$ cat src/logic/mbtrain_pkg.sv
package mbtrain_pkg;

	// protocol sizes
	localparam int NUM_SUBSTATES = 13;
	localparam int SUBSTATE_W    = 4;
	localparam int SPEED_W       = 3;
	localparam int LANE_HALVES   = 2;
	localparam int RESOLVED_W    = 2;

	// sideband codes, in training order
	typedef enum logic [SUBSTATE_W-1:0] {
		SS_VALVREF             = 4'd0,
		SS_DATAVREF            = 4'd1,
		SS_SPEED_IDLE          = 4'd2,
		SS_TX_SELFCAL          = 4'd3,
		SS_RX_CLKCAL           = 4'd4,
		SS_VAL_TRAIN_CENTER    = 4'd5,
		SS_VAL_TRAIN_VREF      = 4'd6,
		SS_DATA_TRAIN_CENTER1  = 4'd7,
		SS_DATA_TRAIN_VREF     = 4'd8,
		SS_RX_DESKEW           = 4'd9,
		SS_DATA_TRAIN_CENTER2  = 4'd10,
		SS_LINKSPEED           = 4'd11,
		SS_REPAIR              = 4'd12
	} substate_e;

	// one bit per substate, indexed by substate_e
	typedef logic [NUM_SUBSTATES-1:0] substate_vec_t;

	typedef logic [SPEED_W-1:0] speed_t;

	// bit 0 is lanes 0..7, bit 1 is lanes 8..15
	typedef logic [LANE_HALVES-1:0] lane_halves_t;
	localparam lane_halves_t LANE_HALVES_ALL = '1;

	// phy retrain resolved state
	localparam logic [RESOLVED_W-1:0] RESOLVED_FULL    = 2'd0;
	localparam logic [RESOLVED_W-1:0] RESOLVED_SELFCAL = 2'd1;
	localparam logic [RESOLVED_W-1:0] RESOLVED_REPAIR  = 2'd2;
	localparam logic [RESOLVED_W-1:0] RESOLVED_DEGRADE = 2'd3;

endpackage

$ cat src/logic/lane_status.sv
`timescale 1ns/1ps

module lane_status (
	input  logic                      clk,
	input  logic                      rst_n,
	input  logic                      i_load,
	input  logic                      i_linkspeed_exit,
	input  logic                      i_repair_exit,
	input  logic                      i_finish,
	input  mbtrain_pkg::lane_halves_t i_tx_lanes_mbinit,
	input  mbtrain_pkg::lane_halves_t i_rx_lanes_mbinit,
	input  mbtrain_pkg::lane_halves_t i_tx_lanes_linkspeed,
	input  mbtrain_pkg::lane_halves_t i_rx_lanes_repair,
	output mbtrain_pkg::lane_halves_t o_tx_lanes,
	output mbtrain_pkg::lane_halves_t o_rx_lanes,
	output logic                      o_coming_from_repair
);
	import mbtrain_pkg::*;

	logic repair_in_mbinit;
	logic repair_in_train;

	// link speed tells us which tx halves we may send on
	// repair only changes the rx side
	always_ff @(posedge clk or negedge rst_n) begin
		if (!rst_n) begin
			o_tx_lanes <= '0;
			o_rx_lanes <= '0;
		end else if (i_load) begin
			o_tx_lanes <= i_tx_lanes_mbinit;
			o_rx_lanes <= i_rx_lanes_mbinit;
		end else if (i_linkspeed_exit) begin
			o_tx_lanes <= i_tx_lanes_linkspeed;
		end else if (i_repair_exit) begin
			o_rx_lanes <= i_rx_lanes_repair;
		end
	end

	always_ff @(posedge clk or negedge rst_n) begin
		if (!rst_n) begin
			repair_in_mbinit <= 1'b0;
			repair_in_train  <= 1'b0;
		end else begin
			// a missing tx half means mbinit already repaired
			if (i_load) begin
				repair_in_mbinit <= (i_tx_lanes_mbinit != LANE_HALVES_ALL);
			end else if (i_finish) begin
				repair_in_mbinit <= 1'b0;
			end
			// fresh mbinit results start a new training history
			if (i_load) begin
				repair_in_train <= 1'b0;
			end else if (i_repair_exit) begin
				repair_in_train <= 1'b1;
			end
		end
	end

	// link speed uses this to avoid a second repair on half width
	assign o_coming_from_repair = repair_in_mbinit | repair_in_train;

endmodule

$ cat src/logic/mbtrain_sequencer.sv
`timescale 1ns/1ps

module mbtrain_sequencer (
	input  logic                               clk,
	input  logic                               rst_n,
	input  logic                               i_en,
	input  logic [mbtrain_pkg::RESOLVED_W-1:0] i_resolved_state,
	input  logic                               i_retrain_req,
	input  logic                               i_error_req,
	input  logic                               i_degrade_req,
	input  logic                               i_step_done,
	output logic                               o_step_start,
	output mbtrain_pkg::substate_e             o_substate,
	output logic                               o_load_speed,
	output logic                               o_degrade,
	output logic                               o_load_lanes,
	output logic                               o_linkspeed_exit,
	output logic                               o_repair_exit,
	output logic                               o_finish,
	output logic                               o_phyretrain_en,
	output logic                               o_mbtrain_ack
);
	import mbtrain_pkg::*;

	typedef enum logic [1:0] {
		SEQ_IDLE,
		SEQ_RUN,
		SEQ_FINISH
	} seq_state_e;

	seq_state_e state;
	// launches the entry substate one cycle after leaving idle
	logic       kick;
	substate_e  next_ss;

	// normal order is code + 1, repair goes back to tx self cal
	assign next_ss = (o_substate == SS_REPAIR) ? SS_TX_SELFCAL
		: substate_e'(o_substate + 4'd1);

	always_ff @(posedge clk or negedge rst_n) begin
		if (!rst_n) begin
			state            <= SEQ_IDLE;
			kick             <= 1'b0;
			o_substate       <= SS_VALVREF;
			o_step_start     <= 1'b0;
			o_load_speed     <= 1'b0;
			o_degrade        <= 1'b0;
			o_load_lanes     <= 1'b0;
			o_linkspeed_exit <= 1'b0;
			o_repair_exit    <= 1'b0;
			o_finish         <= 1'b0;
			o_phyretrain_en  <= 1'b0;
			o_mbtrain_ack    <= 1'b0;
		end else begin
			// event outputs are single cycle pulses
			kick             <= 1'b0;
			o_step_start     <= 1'b0;
			o_load_speed     <= 1'b0;
			o_degrade        <= 1'b0;
			o_load_lanes     <= 1'b0;
			o_linkspeed_exit <= 1'b0;
			o_repair_exit    <= 1'b0;
			o_finish         <= 1'b0;
			case (state)
				SEQ_IDLE: begin
					o_phyretrain_en <= 1'b0;
					o_mbtrain_ack   <= 1'b0;
					if (i_en) begin
						state <= SEQ_RUN;
						kick  <= 1'b1;
						case (i_resolved_state)
							RESOLVED_FULL: begin
								o_substate   <= SS_VALVREF;
								o_load_speed <= 1'b1;
								o_load_lanes <= 1'b1;
							end
							RESOLVED_SELFCAL: o_substate <= SS_TX_SELFCAL;
							RESOLVED_REPAIR:  o_substate <= SS_REPAIR;
							default: begin
								o_substate <= SS_SPEED_IDLE;
								o_degrade  <= 1'b1;
							end
						endcase
					end
				end
				SEQ_RUN: begin
					if (kick) begin
						o_step_start <= 1'b1;
					end else if (i_step_done) begin
						if (o_substate == SS_LINKSPEED) begin
							// request flags only matter at the end of link speed
							o_linkspeed_exit <= 1'b1;
							if (i_retrain_req) begin
								state           <= SEQ_FINISH;
								o_phyretrain_en <= 1'b1;
							end else if (i_error_req && i_degrade_req) begin
								o_substate   <= SS_SPEED_IDLE;
								o_degrade    <= 1'b1;
								o_step_start <= 1'b1;
							end else if (i_error_req) begin
								o_substate   <= SS_REPAIR;
								o_step_start <= 1'b1;
							end else begin
								state <= SEQ_FINISH;
							end
						end else begin
							if (o_substate == SS_REPAIR) begin
								o_repair_exit <= 1'b1;
							end
							o_substate   <= next_ss;
							o_step_start <= 1'b1;
						end
					end
				end
				SEQ_FINISH: begin
					// ack holds until the requester drops i_en
					if (i_en) begin
						o_mbtrain_ack <= 1'b1;
					end else begin
						o_mbtrain_ack <= 1'b0;
						o_finish      <= 1'b1;
						state         <= SEQ_IDLE;
					end
				end
				default: state <= SEQ_IDLE;
			endcase
		end
	end

	a_substate_range: assert property (@(posedge clk) disable iff (!rst_n)
		o_substate <= SS_REPAIR);

endmodule

$ cat src/logic/mbtrain_top.sv
`timescale 1ns/1ps

module mbtrain_top (
	input  logic                               clk,
	input  logic                               rst_n,
	input  logic                               i_en,
	input  logic [mbtrain_pkg::RESOLVED_W-1:0] i_resolved_state,
	input  logic                               i_retrain_req,
	input  logic                               i_error_req,
	input  logic                               i_degrade_req,
	input  mbtrain_pkg::speed_t                i_highest_speed,
	input  mbtrain_pkg::lane_halves_t          i_tx_lanes_mbinit,
	input  mbtrain_pkg::lane_halves_t          i_rx_lanes_mbinit,
	input  mbtrain_pkg::lane_halves_t          i_tx_lanes_linkspeed,
	input  mbtrain_pkg::lane_halves_t          i_rx_lanes_repair,
	input  mbtrain_pkg::substate_vec_t         i_substate_ack,
	output mbtrain_pkg::substate_vec_t         o_substate_en,
	output mbtrain_pkg::substate_e             o_sideband_substate,
	output logic                               o_phyretrain_en,
	output logic                               o_mbtrain_ack,
	output mbtrain_pkg::speed_t                o_operating_speed,
	output mbtrain_pkg::lane_halves_t          o_tx_lanes,
	output mbtrain_pkg::lane_halves_t          o_rx_lanes,
	output logic                               o_coming_from_repair
);

	logic step_start;
	logic step_done;
	logic load_speed;
	logic degrade;
	logic load_lanes;
	logic linkspeed_exit;
	logic repair_exit;
	logic finish;

	// the current substate code goes straight to the sideband
	mbtrain_sequencer u_sequencer (
		.clk              (clk),
		.rst_n            (rst_n),
		.i_en             (i_en),
		.i_resolved_state (i_resolved_state),
		.i_retrain_req    (i_retrain_req),
		.i_error_req      (i_error_req),
		.i_degrade_req    (i_degrade_req),
		.i_step_done      (step_done),
		.o_step_start     (step_start),
		.o_substate       (o_sideband_substate),
		.o_load_speed     (load_speed),
		.o_degrade        (degrade),
		.o_load_lanes     (load_lanes),
		.o_linkspeed_exit (linkspeed_exit),
		.o_repair_exit    (repair_exit),
		.o_finish         (finish),
		.o_phyretrain_en  (o_phyretrain_en),
		.o_mbtrain_ack    (o_mbtrain_ack)
	);

	substate_handshake u_handshake (
		.clk          (clk),
		.rst_n        (rst_n),
		.i_step_start (step_start),
		.i_substate   (o_sideband_substate),
		.i_ack        (i_substate_ack),
		.o_en         (o_substate_en),
		.o_step_done  (step_done)
	);

	speed_tracker u_speed (
		.clk             (clk),
		.rst_n           (rst_n),
		.i_load          (load_speed),
		.i_degrade       (degrade),
		.i_highest_speed (i_highest_speed),
		.o_speed         (o_operating_speed)
	);

	lane_status u_lanes (
		.clk                  (clk),
		.rst_n                (rst_n),
		.i_load               (load_lanes),
		.i_linkspeed_exit     (linkspeed_exit),
		.i_repair_exit        (repair_exit),
		.i_finish             (finish),
		.i_tx_lanes_mbinit    (i_tx_lanes_mbinit),
		.i_rx_lanes_mbinit    (i_rx_lanes_mbinit),
		.i_tx_lanes_linkspeed (i_tx_lanes_linkspeed),
		.i_rx_lanes_repair    (i_rx_lanes_repair),
		.o_tx_lanes           (o_tx_lanes),
		.o_rx_lanes           (o_rx_lanes),
		.o_coming_from_repair (o_coming_from_repair)
	);

endmodule

$ cat src/logic/speed_tracker.sv
`timescale 1ns/1ps

module speed_tracker (
	input  logic                clk,
	input  logic                rst_n,
	input  logic                i_load,
	input  logic                i_degrade,
	input  mbtrain_pkg::speed_t i_highest_speed,
	output mbtrain_pkg::speed_t o_speed
);
	import mbtrain_pkg::*;

	// load wins over degrade, the sequencer never sends both
	always_ff @(posedge clk or negedge rst_n) begin
		if (!rst_n) begin
			o_speed <= '0;
		end else if (i_load) begin
			o_speed <= i_highest_speed;
		end else if (i_degrade) begin
			// one step down per degrade
			o_speed <= o_speed - speed_t'(1);
		end
	end

	a_no_degrade_at_min: assert property (@(posedge clk) disable iff (!rst_n)
		i_degrade && !i_load |-> o_speed != '0);

endmodule

$ cat src/logic/substate_handshake.sv
`timescale 1ns/1ps

module substate_handshake (
	input  logic                       clk,
	input  logic                       rst_n,
	input  logic                       i_step_start,
	input  mbtrain_pkg::substate_e     i_substate,
	input  mbtrain_pkg::substate_vec_t i_ack,
	output mbtrain_pkg::substate_vec_t o_en,
	output logic                       o_step_done
);
	import mbtrain_pkg::*;

	typedef enum logic [1:0] {
		HS_IDLE,
		HS_WAIT_RISE,
		HS_WAIT_FALL
	} hs_state_e;

	hs_state_e state;
	substate_e sel;
	logic      sel_ack;

	// only the ack of the selected substate counts
	assign sel_ack = i_ack[sel];

	always_ff @(posedge clk) begin
		if (i_step_start) begin
			sel <= i_substate;
		end
	end

	always_ff @(posedge clk or negedge rst_n) begin
		if (!rst_n) begin
			state       <= HS_IDLE;
			o_en        <= '0;
			o_step_done <= 1'b0;
		end else begin
			o_step_done <= 1'b0;
			case (state)
				HS_IDLE: begin
					if (i_step_start) begin
						o_en  <= substate_vec_t'(1'b1) << i_substate;
						state <= HS_WAIT_RISE;
					end
				end
				HS_WAIT_RISE: begin
					// drop enable as soon as the substate answers
					if (sel_ack) begin
						o_en  <= '0;
						state <= HS_WAIT_FALL;
					end
				end
				HS_WAIT_FALL: begin
					if (!sel_ack) begin
						o_step_done <= 1'b1;
						state       <= HS_IDLE;
					end
				end
				default: begin
					o_en  <= '0;
					state <= HS_IDLE;
				end
			endcase
		end
	end

	// exactly one enable while waiting for the ack, none otherwise
	a_en_onehot: assert property (@(posedge clk) disable iff (!rst_n)
		(state == HS_WAIT_RISE) ? $onehot(o_en) : (o_en == '0));

	// sequencer must wait for done before the next start
	a_start_when_idle: assert property (@(posedge clk) disable iff (!rst_n)
		i_step_start |-> state == HS_IDLE);

endmodule

$ cat config.mk
export PLATFORM = sky130hd
export DESIGN_NAME = mbtrain_top
export DESIGN_NICKNAME = d
export VERILOG_FILES = /design/src/logic/mbtrain_pkg.sv /design/src/logic/lane_status.sv /design/src/logic/mbtrain_sequencer.sv /design/src/logic/mbtrain_top.sv /design/src/logic/speed_tracker.sv /design/src/logic/substate_handshake.sv
export SDC_FILE = /design/constraint.sdc
export NUM_CORES = 1
export LEC_CHECK = 0
export BUFFER_PORTS_ARGS = -buffer_cell sky130_fd_sc_hd__buf_2
export CAP_MARGIN = 5
export CORE_ASPECT_RATIO = 1.1
export CORE_MARGIN = 2
export CORE_UTILIZATION = 50
export CTS_CLUSTER_DIAMETER = 150
export DETAILED_ROUTE_END_ITERATION = 12
export GPL_TIMING_DRIVEN = 1
export PLACE_DENSITY = 0.86
export SYNTH_ARGS = -nofsm -noshare
export SYNTH_HDL_FRONTEND = slang
export SYNTH_HIERARCHICAL = 1
export SYNTH_SLANG_ARGS = --single-unit
$ cat constraint.sdc
create_clock -name clk -period 2 [get_ports clk]
set_clock_uncertainty 0.1 [all_clocks]
set_input_delay 0.4 -clock clk [delete_from_list [all_inputs] [get_ports clk]]
set_output_delay 0.4 -clock clk [all_outputs]
set_load 0.05 [all_outputs]
=== Word level (Yosys, flattened, before mapping) ===
Index checks and enable logic that the tools add are counted.

* Register bits: 44
* Input bits: 32
* Output and inout port bits: 27

* $add $sub $neg: 2
* $lt $le $gt $ge: 1
* Eq/ne operators: 23
* Shifts and indexed selects: 1
* Mux-type cells: 78
* Bitwise gates (word level): 2
* Reduce and logical (&&, ||, !) cells: 17

{| class="wikitable"
|+ Operators with widths
! operator !! number
|-
| $mux 1 || 41
|-
| $pmux 13 s3 || 1
|-
| $mux 2 || 16
|-
| $mux 4 || 8
|-
| $mux 13 || 2
|-
| $ne 2x2->1 const B || 7
|-
| $shl 1x4->13 const A || 1
|-
| $pmux 2 s3 || 2
|-
| $pmux 4 s3 || 1
|-
| $reduce_bool 2->1 || 6
|-
| $ne 3x3->1 const B || 3
|-
| $eq 4x4->1 const B || 2
|-
| $ne 2x1->1 const B || 4
|-
| $pmux 4 s2 || 1
|-
| $reduce_and 7->1 || 1
|-
| $eq 2x1->1 const B || 3
|-
| $eq 2x2->1 const B || 3
|-
| $logic_not 2->1 || 3
|-
| $mux 3 || 2
|-
| $pmux 1 s2 || 3
|-
| $reduce_and 3->1 || 2
|-
| $reduce_and 6->1 || 1
|-
| $lt 4x5->1 const B || 1
|-
| $reduce_and 5->1 || 1
|-
| other kinds (9) || 9
|}

=== Depth between registers and ports, before layout ===
Gate-level depths: netlist of the first run.

* Depth in word-level cells: 7
* Depth in mapped cells: 6

=== Modules after synthesis ===
Netlist of the first run, hierarchy kept.

{| class="wikitable"
|+ By module, submodules not included
! module !! times used !! cells an instance !! area each (µm²)
|-
| substate_handshake || 1 || 92 || 1,042.2
|-
| mbtrain_sequencer || 1 || 79 || 864.6
|-
| lane_status || 1 || 28 || 307.8
|-
| speed_tracker || 1 || 17 || 163.9
|}

=== Least setup slack after synthesis of the first run ===
Ideal clock, no wire load.

* Path kind: flip-flop to flip-flop
* Start: register u_sequencer.o_substate[0]
* End: register u_sequencer.o_substate[1]
* Library setup time: 0.126 ns
* Arrival time: 1.865 ns
* Required time: 1.774 ns
* Setup slack: -0.090 ns
* Stages on the path, launching flop included: 7
* Cells stage by stage: dfrtp_1 > inv_1 > ha_1 > mux2_4 > a21oi_2 > o31ai_1 > mux2_4

* Word-level cells in the longest chain between the ends: 6
* Elaborated cells between the ends (all ways): 11
* Those cells by class: add/sub: 1; eq/ne: 4; mux: 5; reduce/logical: 1

{| class="wikitable"
|+ Ends and longest elaborated chain
! item !! RTL line !! text
|-
| start: declaration || mbtrain_sequencer.sv:13 || <nowiki>output mbtrain_pkg::substate_e o_substate,</nowiki>
|-
| start signal: assignment || mbtrain_sequencer.sv:110 || <nowiki>o_substate <= next_ss;</nowiki>
|-
| $add 4x1->4 or $eq 4x4->1 (tied branches) || mbtrain_sequencer.sv:38, mbtrain_sequencer.sv:37 ||
|-
| $mux 4 || mbtrain_sequencer.sv:37 || <nowiki>assign next_ss = (o_substate == SS_REPAIR) ? SS_TX_SELFCAL</nowiki>
|-
| $mux 4 || mbtrain_sequencer.sv:90 || <nowiki>if (o_substate == SS_LINKSPEED) begin</nowiki>
|-
| $mux 4 || mbtrain_sequencer.sv:89 || <nowiki>end else if (i_step_done) begin</nowiki>
|-
| $mux 4 || mbtrain_sequencer.sv:87 || <nowiki>if (kick) begin</nowiki>
|-
| $pmux 4 s2 || mbtrain_sequencer.sv:64 || <nowiki>case (state)</nowiki>
|}

Parallel ways exist; a longest one is shown, timed or not. The select of a mux whose other input is x is not followed.
A chain may end at the register's enable or synchronous reset.

=== Worst setup path after layout of the first run ===
* Start: register u_sequencer.o_substate[3]
* End: output o_sideband_substate[3]

{| class="wikitable"
|+ RTL lines
! item !! RTL line !! text
|-
| end: declaration || mbtrain_top.sv:18 || <nowiki>output mbtrain_pkg::substate_e o_sideband_substate,</nowiki>
|}

No word-level cell between the ends.

==> flow_metrics.py, run 1 <==
metrics = {
    "global_routing": {
        "grt_usage_pct": 19.8,
        "grt_use_met1_pct": 26.6,
        "grt_overflow": 0,
        "gr-usage-met2_pct": 32.3,
        "grt_util_met3_pct": 4.10,
        "grt_pass1_wl_mm": 8.55,
        "gr-max-usage-layer": "met2",
        "antenna_found_initial": 0,
        "grt_pass1_vias": 1777,
        "grt_max_degree": 22,
    },
    "sta": {
        "grt_setup_unrepaired": "false",
        "min_period_ns": 1.87,
        "worst_pin_slew_ns": 0.575,
        "max_clock_freq_ghz": 0.534,
        "hold_ws_ns": 0.207,
        "finalHoldViolations": 0,
        "setup_tns_ns": 0,
        "slew_headroom_pct": 61.6,
        "finalMaxSlewViolations": 0,
        "setup_viol": 0,
        "period_share_pct": 93.6,
    },
    "setup_path": {
        "slowest_stage": "dfrtp_1",
        "worst_setup_path_start_kind": "register",
        "timing.rr.start": "u_sequencer/o_substate[0]$_DFFE_PN0P_",
        "critPathArrivalTime_ns": 1.37,
        "cp_top_family": "flip-flops",
        "reg2reg_to": "u_sequencer/o_substate[1]$_DFFE_PN0P_",
        "worst-setup-path-type": "reg2out",
        "cp-end-kind": "output port",
        "cp_slowest_stage_delay_ns": 0.70,
        "worstPathCellList": "buf_2",
        "worst-path-max-fanout": 17,
        "r2r_cells": 6,
        "worstPathRequired_ns": 1.50,
        "r2r_slack_ns": 0.15,
        "critical_path_buf_inv_count": 1,
    },
    "clock_network": {
        "cts.clk_slew.worst_paths_ns": 0.08,
        "clockBufferDepth": 2,
        "htreeDepth": 2,
        "tritoncts": "yes",
        "clockRootBuffer": "clkbuf_8",
        "cts_setup_buffers": 0,
        "cts_sinks": 44,
        "numCtsBuffers": 5,
        "clk-insertion-delay-late_ns": 0.29,
    },
    "floorplan": {
        "die_x_um": 69.8,
        "initial_utilization_pct": 51.5,
        "chipHeight_um": 76.3,
        "io_pins": 59,
        "core-area_sq_um": 4620,
        "die_area_sq_um": 5330,
        "fp-row-count": 26,
    },
    "synth": {
        "yosysMostFrequentCell": "dfrtp_1",
        "synthCells": 216,
        "synth-edff-count": 4,
        "yosysTopAreaCell": "dfrtp_1",
        "synth_area_per_cell_sq_um": 11.0,
        "yosysSeqAreaShare_pct": 47.1,
        "yosysWarnings": 6,
        "synth-seq-cells": 44,
        "synthesis.nets": 251,
        "synth.top_cell.area_share_pct": 42.1,
        "synth-async-reset-ratio_pct": 90.9,
        "yosys.cell_types.count": 55,
        "synth_top_flop_cell": "dfrtp_1",
        "ys_top_cells_by_area": "dfrtp_1 (42%), edfxtp_1 (5.0%), nand2_1 (4.3%)",
        "syn-cell-area_sq_um": 2380,
        "ys_top_cells_by_count": "dfrtp_1 (40), nand2_1 (27), nor2_1 (12)",
    },
    "final_layout": {
        "multi_input_area_sq_um": 1150,
        "diodes": 0,
        "nets": 316,
        "seq_area_sq_um": 1120,
        "fill_cells": 399,
        "layout-drive-gt1-share_pct": 36.5,
        "area_delta_synth_final_pct": 20.8,
        "fin_area_sq_um": 2870,
    },
    "drt": {
        "first_pass_iters": 4,
        "drc": 0,
        "detail-route-antenna-nets": 0,
        "vias": 1884,
        "routed_wl_mm": 5.02,
        "routed_via_density": 5.57,
        "wl_per_cell_um": 14.8,
        "first_iter_violations": 88,
    },
    "placed_design": {
        "io_buffers": 58,
        "hpwlAfterDp_mm": 3.64,
        "place.gp.congestion": 0.804,
        "dpl_cell_area_sq_um": 2730,
    },
    "pwr": {
        "vdd_drop_max_mv": 0.708,
        "p_leak_uw": 0.00133,
        "power_density_nw_per_um2": 1510,
    },
    "hold_path": {
        "hold_path_startpoint": "i_resolved_state[1]",
        "whs_path_depth": 2,
        "hp-class": "in2reg",
        "hold_end": "u_sequencer/o_load_lanes$_DFF_PN0_",
    },
    "run": {
        "drv_cap": 0,
    },
    "outcome": {
        "status": "completed",
    },
}
-- report_power, final --
group	switching, uW	total, uW	internal [uW]
combinational	1390	2090	693
clock	290	731	441
sequential	339	1510	1170
total	2020	4330	2300
-- how the worst max path moves through the flow --
| stage | start | cells after the start | end |
|---|---|---|---|
| floorplan | u_sequencer/o_substate[0]$_DFFE_PN0P_ | 6 | u_sequencer/o_substate[1]$_DFFE_PN0P_ |
| global placement | u_sequencer/o_substate[0]$_DFFE_PN0P_ | 6 | u_sequencer/o_substate[1]$_DFFE_PN0P_ |
| detailed placement | u_sequencer/o_step_start$_DFF_PN0_ | 4 | u_handshake/o_en[10]$_DFFE_PN0P_ |
| CTS | u_sequencer/o_step_start$_DFF_PN0_ | 4 | u_handshake/o_en[10]$_DFFE_PN0P_ |
| global route | u_sequencer/o_substate[3]$_DFFE_PN0P_ | 1 | o_sideband_substate[3] |
| finish | u_sequencer/o_substate[3]$_DFFE_PN0P_ | 1 | o_sideband_substate[3] |
-- placed cells by master, fill, tap and decap left out, types with 2 or more instances in the layout --
cell type,count
o21ai_1,3
mux4_2,2
buf_4,7
dfrtp_2,2
nand2b_1,6
o22ai_2,2
mux2_4,2
nand2_1,27
nand3_1,3
nor4b_1,2
dfrtp_1,38
a21oi_1,6
a31oi_1,3
o311ai_2,2
mux2_1,2
clkbuf_8,7
o21ai_2,7
nand3b_1,4
o31ai_1,3
nand4bb_1,2
nor2_1,12
nor4_1,2
a221o_1,2
nor2_2,2
edfxtp_1,4
and2_1,2
or2_2,2
a32oi_1,3
buf_2,58
a22oi_1,9
inv_1,7
o21ai_0,7
mux2i_1,6
nor2b_1,9
ha_1,3
-- area by class of cell --
cell class	instances	share of cell area (%)
clock inverters	1	1.05
well taps	56	2.44
clock buffers	7	3.35
inverters	7	0.915
flip-flops and latches	44	39.1
multi-input cells	156	40.2
repair buffers	67	13.0
-- stage by stage --
step                setup slack (ns)  cells  power, uW  util (%)
detailed placement             0.153    329       3600      59.2
finish                         0.129    338       4330      62.2
floorplan                      0.134    216       3110         -
CTS                            0.113    338       4340      62.1
global route                  0.0294    338       4580      62.2
global placement               0.231    329       3540      59.2
-- routing by layer --
layer	part of all wire [%]	wire, um	up-vias
li1	-	-	915
met1	45	2240	915
met2	49	2460	49
met3	5.0	249	5
met4	1.4	68	0
met5	0	0	-
-- timing repair --
action | CTS | global route
hold buffers | 1 | 0
endpoints found under the hold margin | 19 | 0
gates resized for setup | 0 | 1
setup endpoints to repair | 0 | 10
-- kinds of logic after synthesis --
group,Yosys count,share of synthesized area [%]
AO/OA/AOI/OAI,56,19.1
AND/OR/NAND/NOR,84,20.7
flip-flops,44,47.1
XOR/XNOR,1,0.368
adder cells (fa/ha/maj),3,1.58
buffers and inverters,16,4.47
multiplexers,12,6.63
-- state kept, by name, summed over array words and instances (netlist names), 2 cells and up --
register                flops
u_lanes/o_tx_lanes          2
u_handshake/sel             4
u_sequencer/state           2
u_lanes/o_rx_lanes          2
u_sequencer/o_substate      4
u_speed/o_speed             3
u_handshake/state           2
u_handshake/o_en           13
(Power assumes the default switching activity.)
==> run 2, diff against run 1 <==
Settings changed: ABC_AREA from default to 1, GPL_TIMING_DRIVEN 1 to 0, MAX_ROUTING_LAYER from default to met4, PLACE_DENSITY 0.86 to 0.85.
==> flow_metrics.py, run 2 <==
metrics = {
    "setup_path": {
        "cp-end-kind": "register",
        "worst-path-max-fanout": 10,
        "cp_slowest_stage_delay_ns": 0.51,
        "worstPathCellList": "inv_2 > nand2_1 > nand3_1 > nand2_1 > nand2_1 > nand2_1 > nand2_2 > nand3_4 > buf_4 > nand3_1 > nand2_2",
        "worstPathRequired_ns": 2.08,
        "worst_setup_path_start_kind": "register",
        "r2r_cells": 11,
        "worst-setup-path-type": "reg2reg",
        "critPathArrivalTime_ns": 1.80,
        "cp_common_cell": "nand2_1",
        "r2r_slack_ns": 0.28,
        "slowest_stage": "edfxtp_1",
    },
    "clock_network": {
        "postCtsResizedCells": 0,
        "htreeDepth": 2,
        "clockBufferDepth": 2,
        "clockRootBuffer": "clkbuf_8",
        "cts_sinks": 44,
        "tritoncts": "yes",
        "cts_setup_buffers": 0,
        "numCtsBuffers": 5,
        "clk-insertion-delay-late_ns": 0.29,
        "cts.clk_slew.worst_paths_ns": 0.08,
        "holdBufCountCts": 0,
    },
    "sta": {
        "setup_tns_ns": 0,
        "setup_viol": 0,
        "min_period_ns": 1.72,
        "worst_pin_slew_ns": 0.900,
        "max_clock_freq_ghz": 0.583,
        "finalMaxSlewViolations": 0,
        "grt_setup_unrepaired": "false",
        "slew_headroom_pct": 40.0,
        "finalHoldViolations": 0,
        "setup_slack_ns": 0.284,
        "period_share_pct": 85.8,
    },
    "final_layout": {
        "layout-drive-gt1-share_pct": 28.4,
        "nets": 414,
        "diodes": 0,
        "area_delta_synth_final_pct": 19.0,
        "final_common_cell": "nand2_1",
        "fill_cells": 417,
        "final_cells": 436,
        "fin_util_pct": 62.0,
        "reg_top3": "u_handshake/o_en (13), u_handshake/sel (4), u_sequencer/o_substate (4)",
        "largest_reg_flops": 13,
        "regMostFlops": "u_handshake/o_en",
        "final_cell_mix": "nand2_1 (87), buf_2 (58), inv_1 (44), nand3_1 (43), dfrtp_1 (40)",
    },
    "synth": {
        "synth-seq-cells": 44,
        "ys_top_cells_by_count": "nand2_1 (87), inv_1 (44), nand3_1 (43)",
        "yosysTopAreaCell": "dfrtp_1",
        "synth.top_cell.area_share_pct": 41.3,
        "synth_area_per_cell_sq_um": 7.71,
        "synth_top_flop_cell": "dfrtp_1",
        "ys_top_cells_by_area": "dfrtp_1 (41%), nand2_1 (13%), nand3_1 (8.9%)",
        "yosysWarnings": 6,
        "synth-async-reset-ratio_pct": 90.9,
        "synth-edff-count": 4,
        "yosys.cell_types.count": 30,
        "synthCells": 314,
        "yosysSeqAreaShare_pct": 46.3,
        "syn-cell-area_sq_um": 2420,
        "synthesis.nets": 349,
        "yosysMostFrequentCell": "nand2_1",
    },
    "drt": {
        "routed_via_density": 4.83,
        "first_iter_violations": 101,
        "first_pass_iters": 4,
        "routed_wl_mm": 4.74,
        "vias": 2104,
        "wl_per_cell_um": 10.9,
        "drc": 0,
        "detail-route-antenna-nets": 0,
    },
    "global_routing": {
        "grt_max_degree": 41,
        "grt_usage_pct": 19.3,
        "antenna_found_initial": 0,
        "grt_pass1_vias": 2038,
        "grt_overflow": 0,
        "grt_pass1_wl_mm": 8.32,
    },
    "floorplan": {
        "initial_utilization_pct": 52.1,
        "die_area_sq_um": 5420,
        "chipHeight_um": 77,
        "fp-row-count": 26,
        "io_pins": 59,
        "core-area_sq_um": 4650,
        "die_x_um": 70.4,
    },
    "outcome": {
        "status": "completed",
    },
    "pwr": {
        "power_density_nw_per_um2": 1570,
        "combinationalPowerShare_pct": 53.4,
        "p_clk_share_pct": 13.2,
        "p_int_uw": 2230,
        "power_switching_uw": 2300,
        "netSwitchingFraction_pct": 50.7,
        "vdd_drop_max_mv": 0.670,
        "power_frac_seq_pct": 33.4,
        "p_leak_uw": 0.00164,
    },
    "run": {
        "drv_cap": 0,
    },
    "placed_design": {
        "place_ws_ns": 0.302,
        "dp_cells": 428,
        "hpwlAfterDp_mm": 3.55,
        "place.gp.congestion": 0.831,
        "io_buffers": 58,
    },
    "hold_path": {
        "hp-class": "in2async",
    },
}
-- run 2: cell types whose count changed in the layout (fill, tap and decap cells not counted), moves of 9 or more --
cell / delta
nand3_1: +40
nor2b_1: -9
nand2_2: +21
nor2_1: +17
inv_1: +37
nand2_1: +60
-- run 2: cells by family after synthesis --
kind of cell	count (synthesis)	share of synthesized area (%)
adder cells (fa/ha/maj)	3	1.55
AND/OR/NAND/NOR	198	38.3
flip-flops	44	46.3
buffers and inverters	54	10.0
AO/OA/AOI/OAI	15	3.87
-- run 2: critical path: cells and delay by family (launching register included) --
family                 cells  cell delay [ns]
DFF                        1             0.51
and+or+nand+nor            9             0.66
buffers and inverters      2             0.34
-- run 2: path summary, 6_finish.rpt --
check                                                    start                              endpoint
min in group clk                                          i_en        u_sequencer/o_finish$_DFF_PN0_
max in group asynchronous                                rst_n     u_lanes/o_tx_lanes[0]$_DFFE_PN0P_
worst min register to register  u_sequencer/o_finish$_DFF_PN0_  u_lanes/repair_in_mbinit$_DFFE_PN0P_
worst max register to register    u_handshake/sel[0]$_DFFE_PP_       u_handshake/o_en[6]$_DFFE_PN0P_
worst max-delay path              u_handshake/sel[0]$_DFFE_PP_       u_handshake/o_en[6]$_DFFE_PN0P_
worst min-delay path                                     rst_n       u_handshake/o_en[1]$_DFFE_PN0P_
-- run 2: per-layer routing --
| metal | share of wire, % | global-route usage (%) | vias to the layer above |
|---|---|---|---|
| met5 | 0 | - | - |
| met4 | 1.2 | 5.77 | 0 |
| met3 | 4.2 | 4.20 | 7 |
| met2 | 49 | 32.9 | 52 |
| met1 | 45 | 22.8 | 939 |
| li1 | - | - | 1106 |
-- run 2: final cells by class --
class	instances	area, sq um	share of cell area [%]
Buffer	5	53.8	1.87
Clock buffer	8	100	3.47
Inverter	49	189	6.55
Multi-Input combinational cell	216	1060	36.7
Sequential cell	44	1120	38.9
Tap cell	56	70.1	2.43
Timing Repair Buffer	58	290	10.1
-- run 2: power by group through the flow --
stage	sequential, uW	combinational (uW)	clock, uW
CTS	1520	2430	618
floorplan	2170	1250	0
global route	1560	2660	650
finish	1510	2420	597
detailed placement	1530	2420	0
global placement	1520	2370	0
-- run 2: metrics by stage --
step	instance area, sq um	power [uW]	hold WS [ns]
3_3_place_gp	2780	3890	0.349
3_5_place_dp	2780	3950	0.362
2_1_floorplan	2420	3420	0.00441
5_1_grt	2880	4870	0.197
6_report	2880	4530	0.135
4_1_cts	2880	4560	0.153
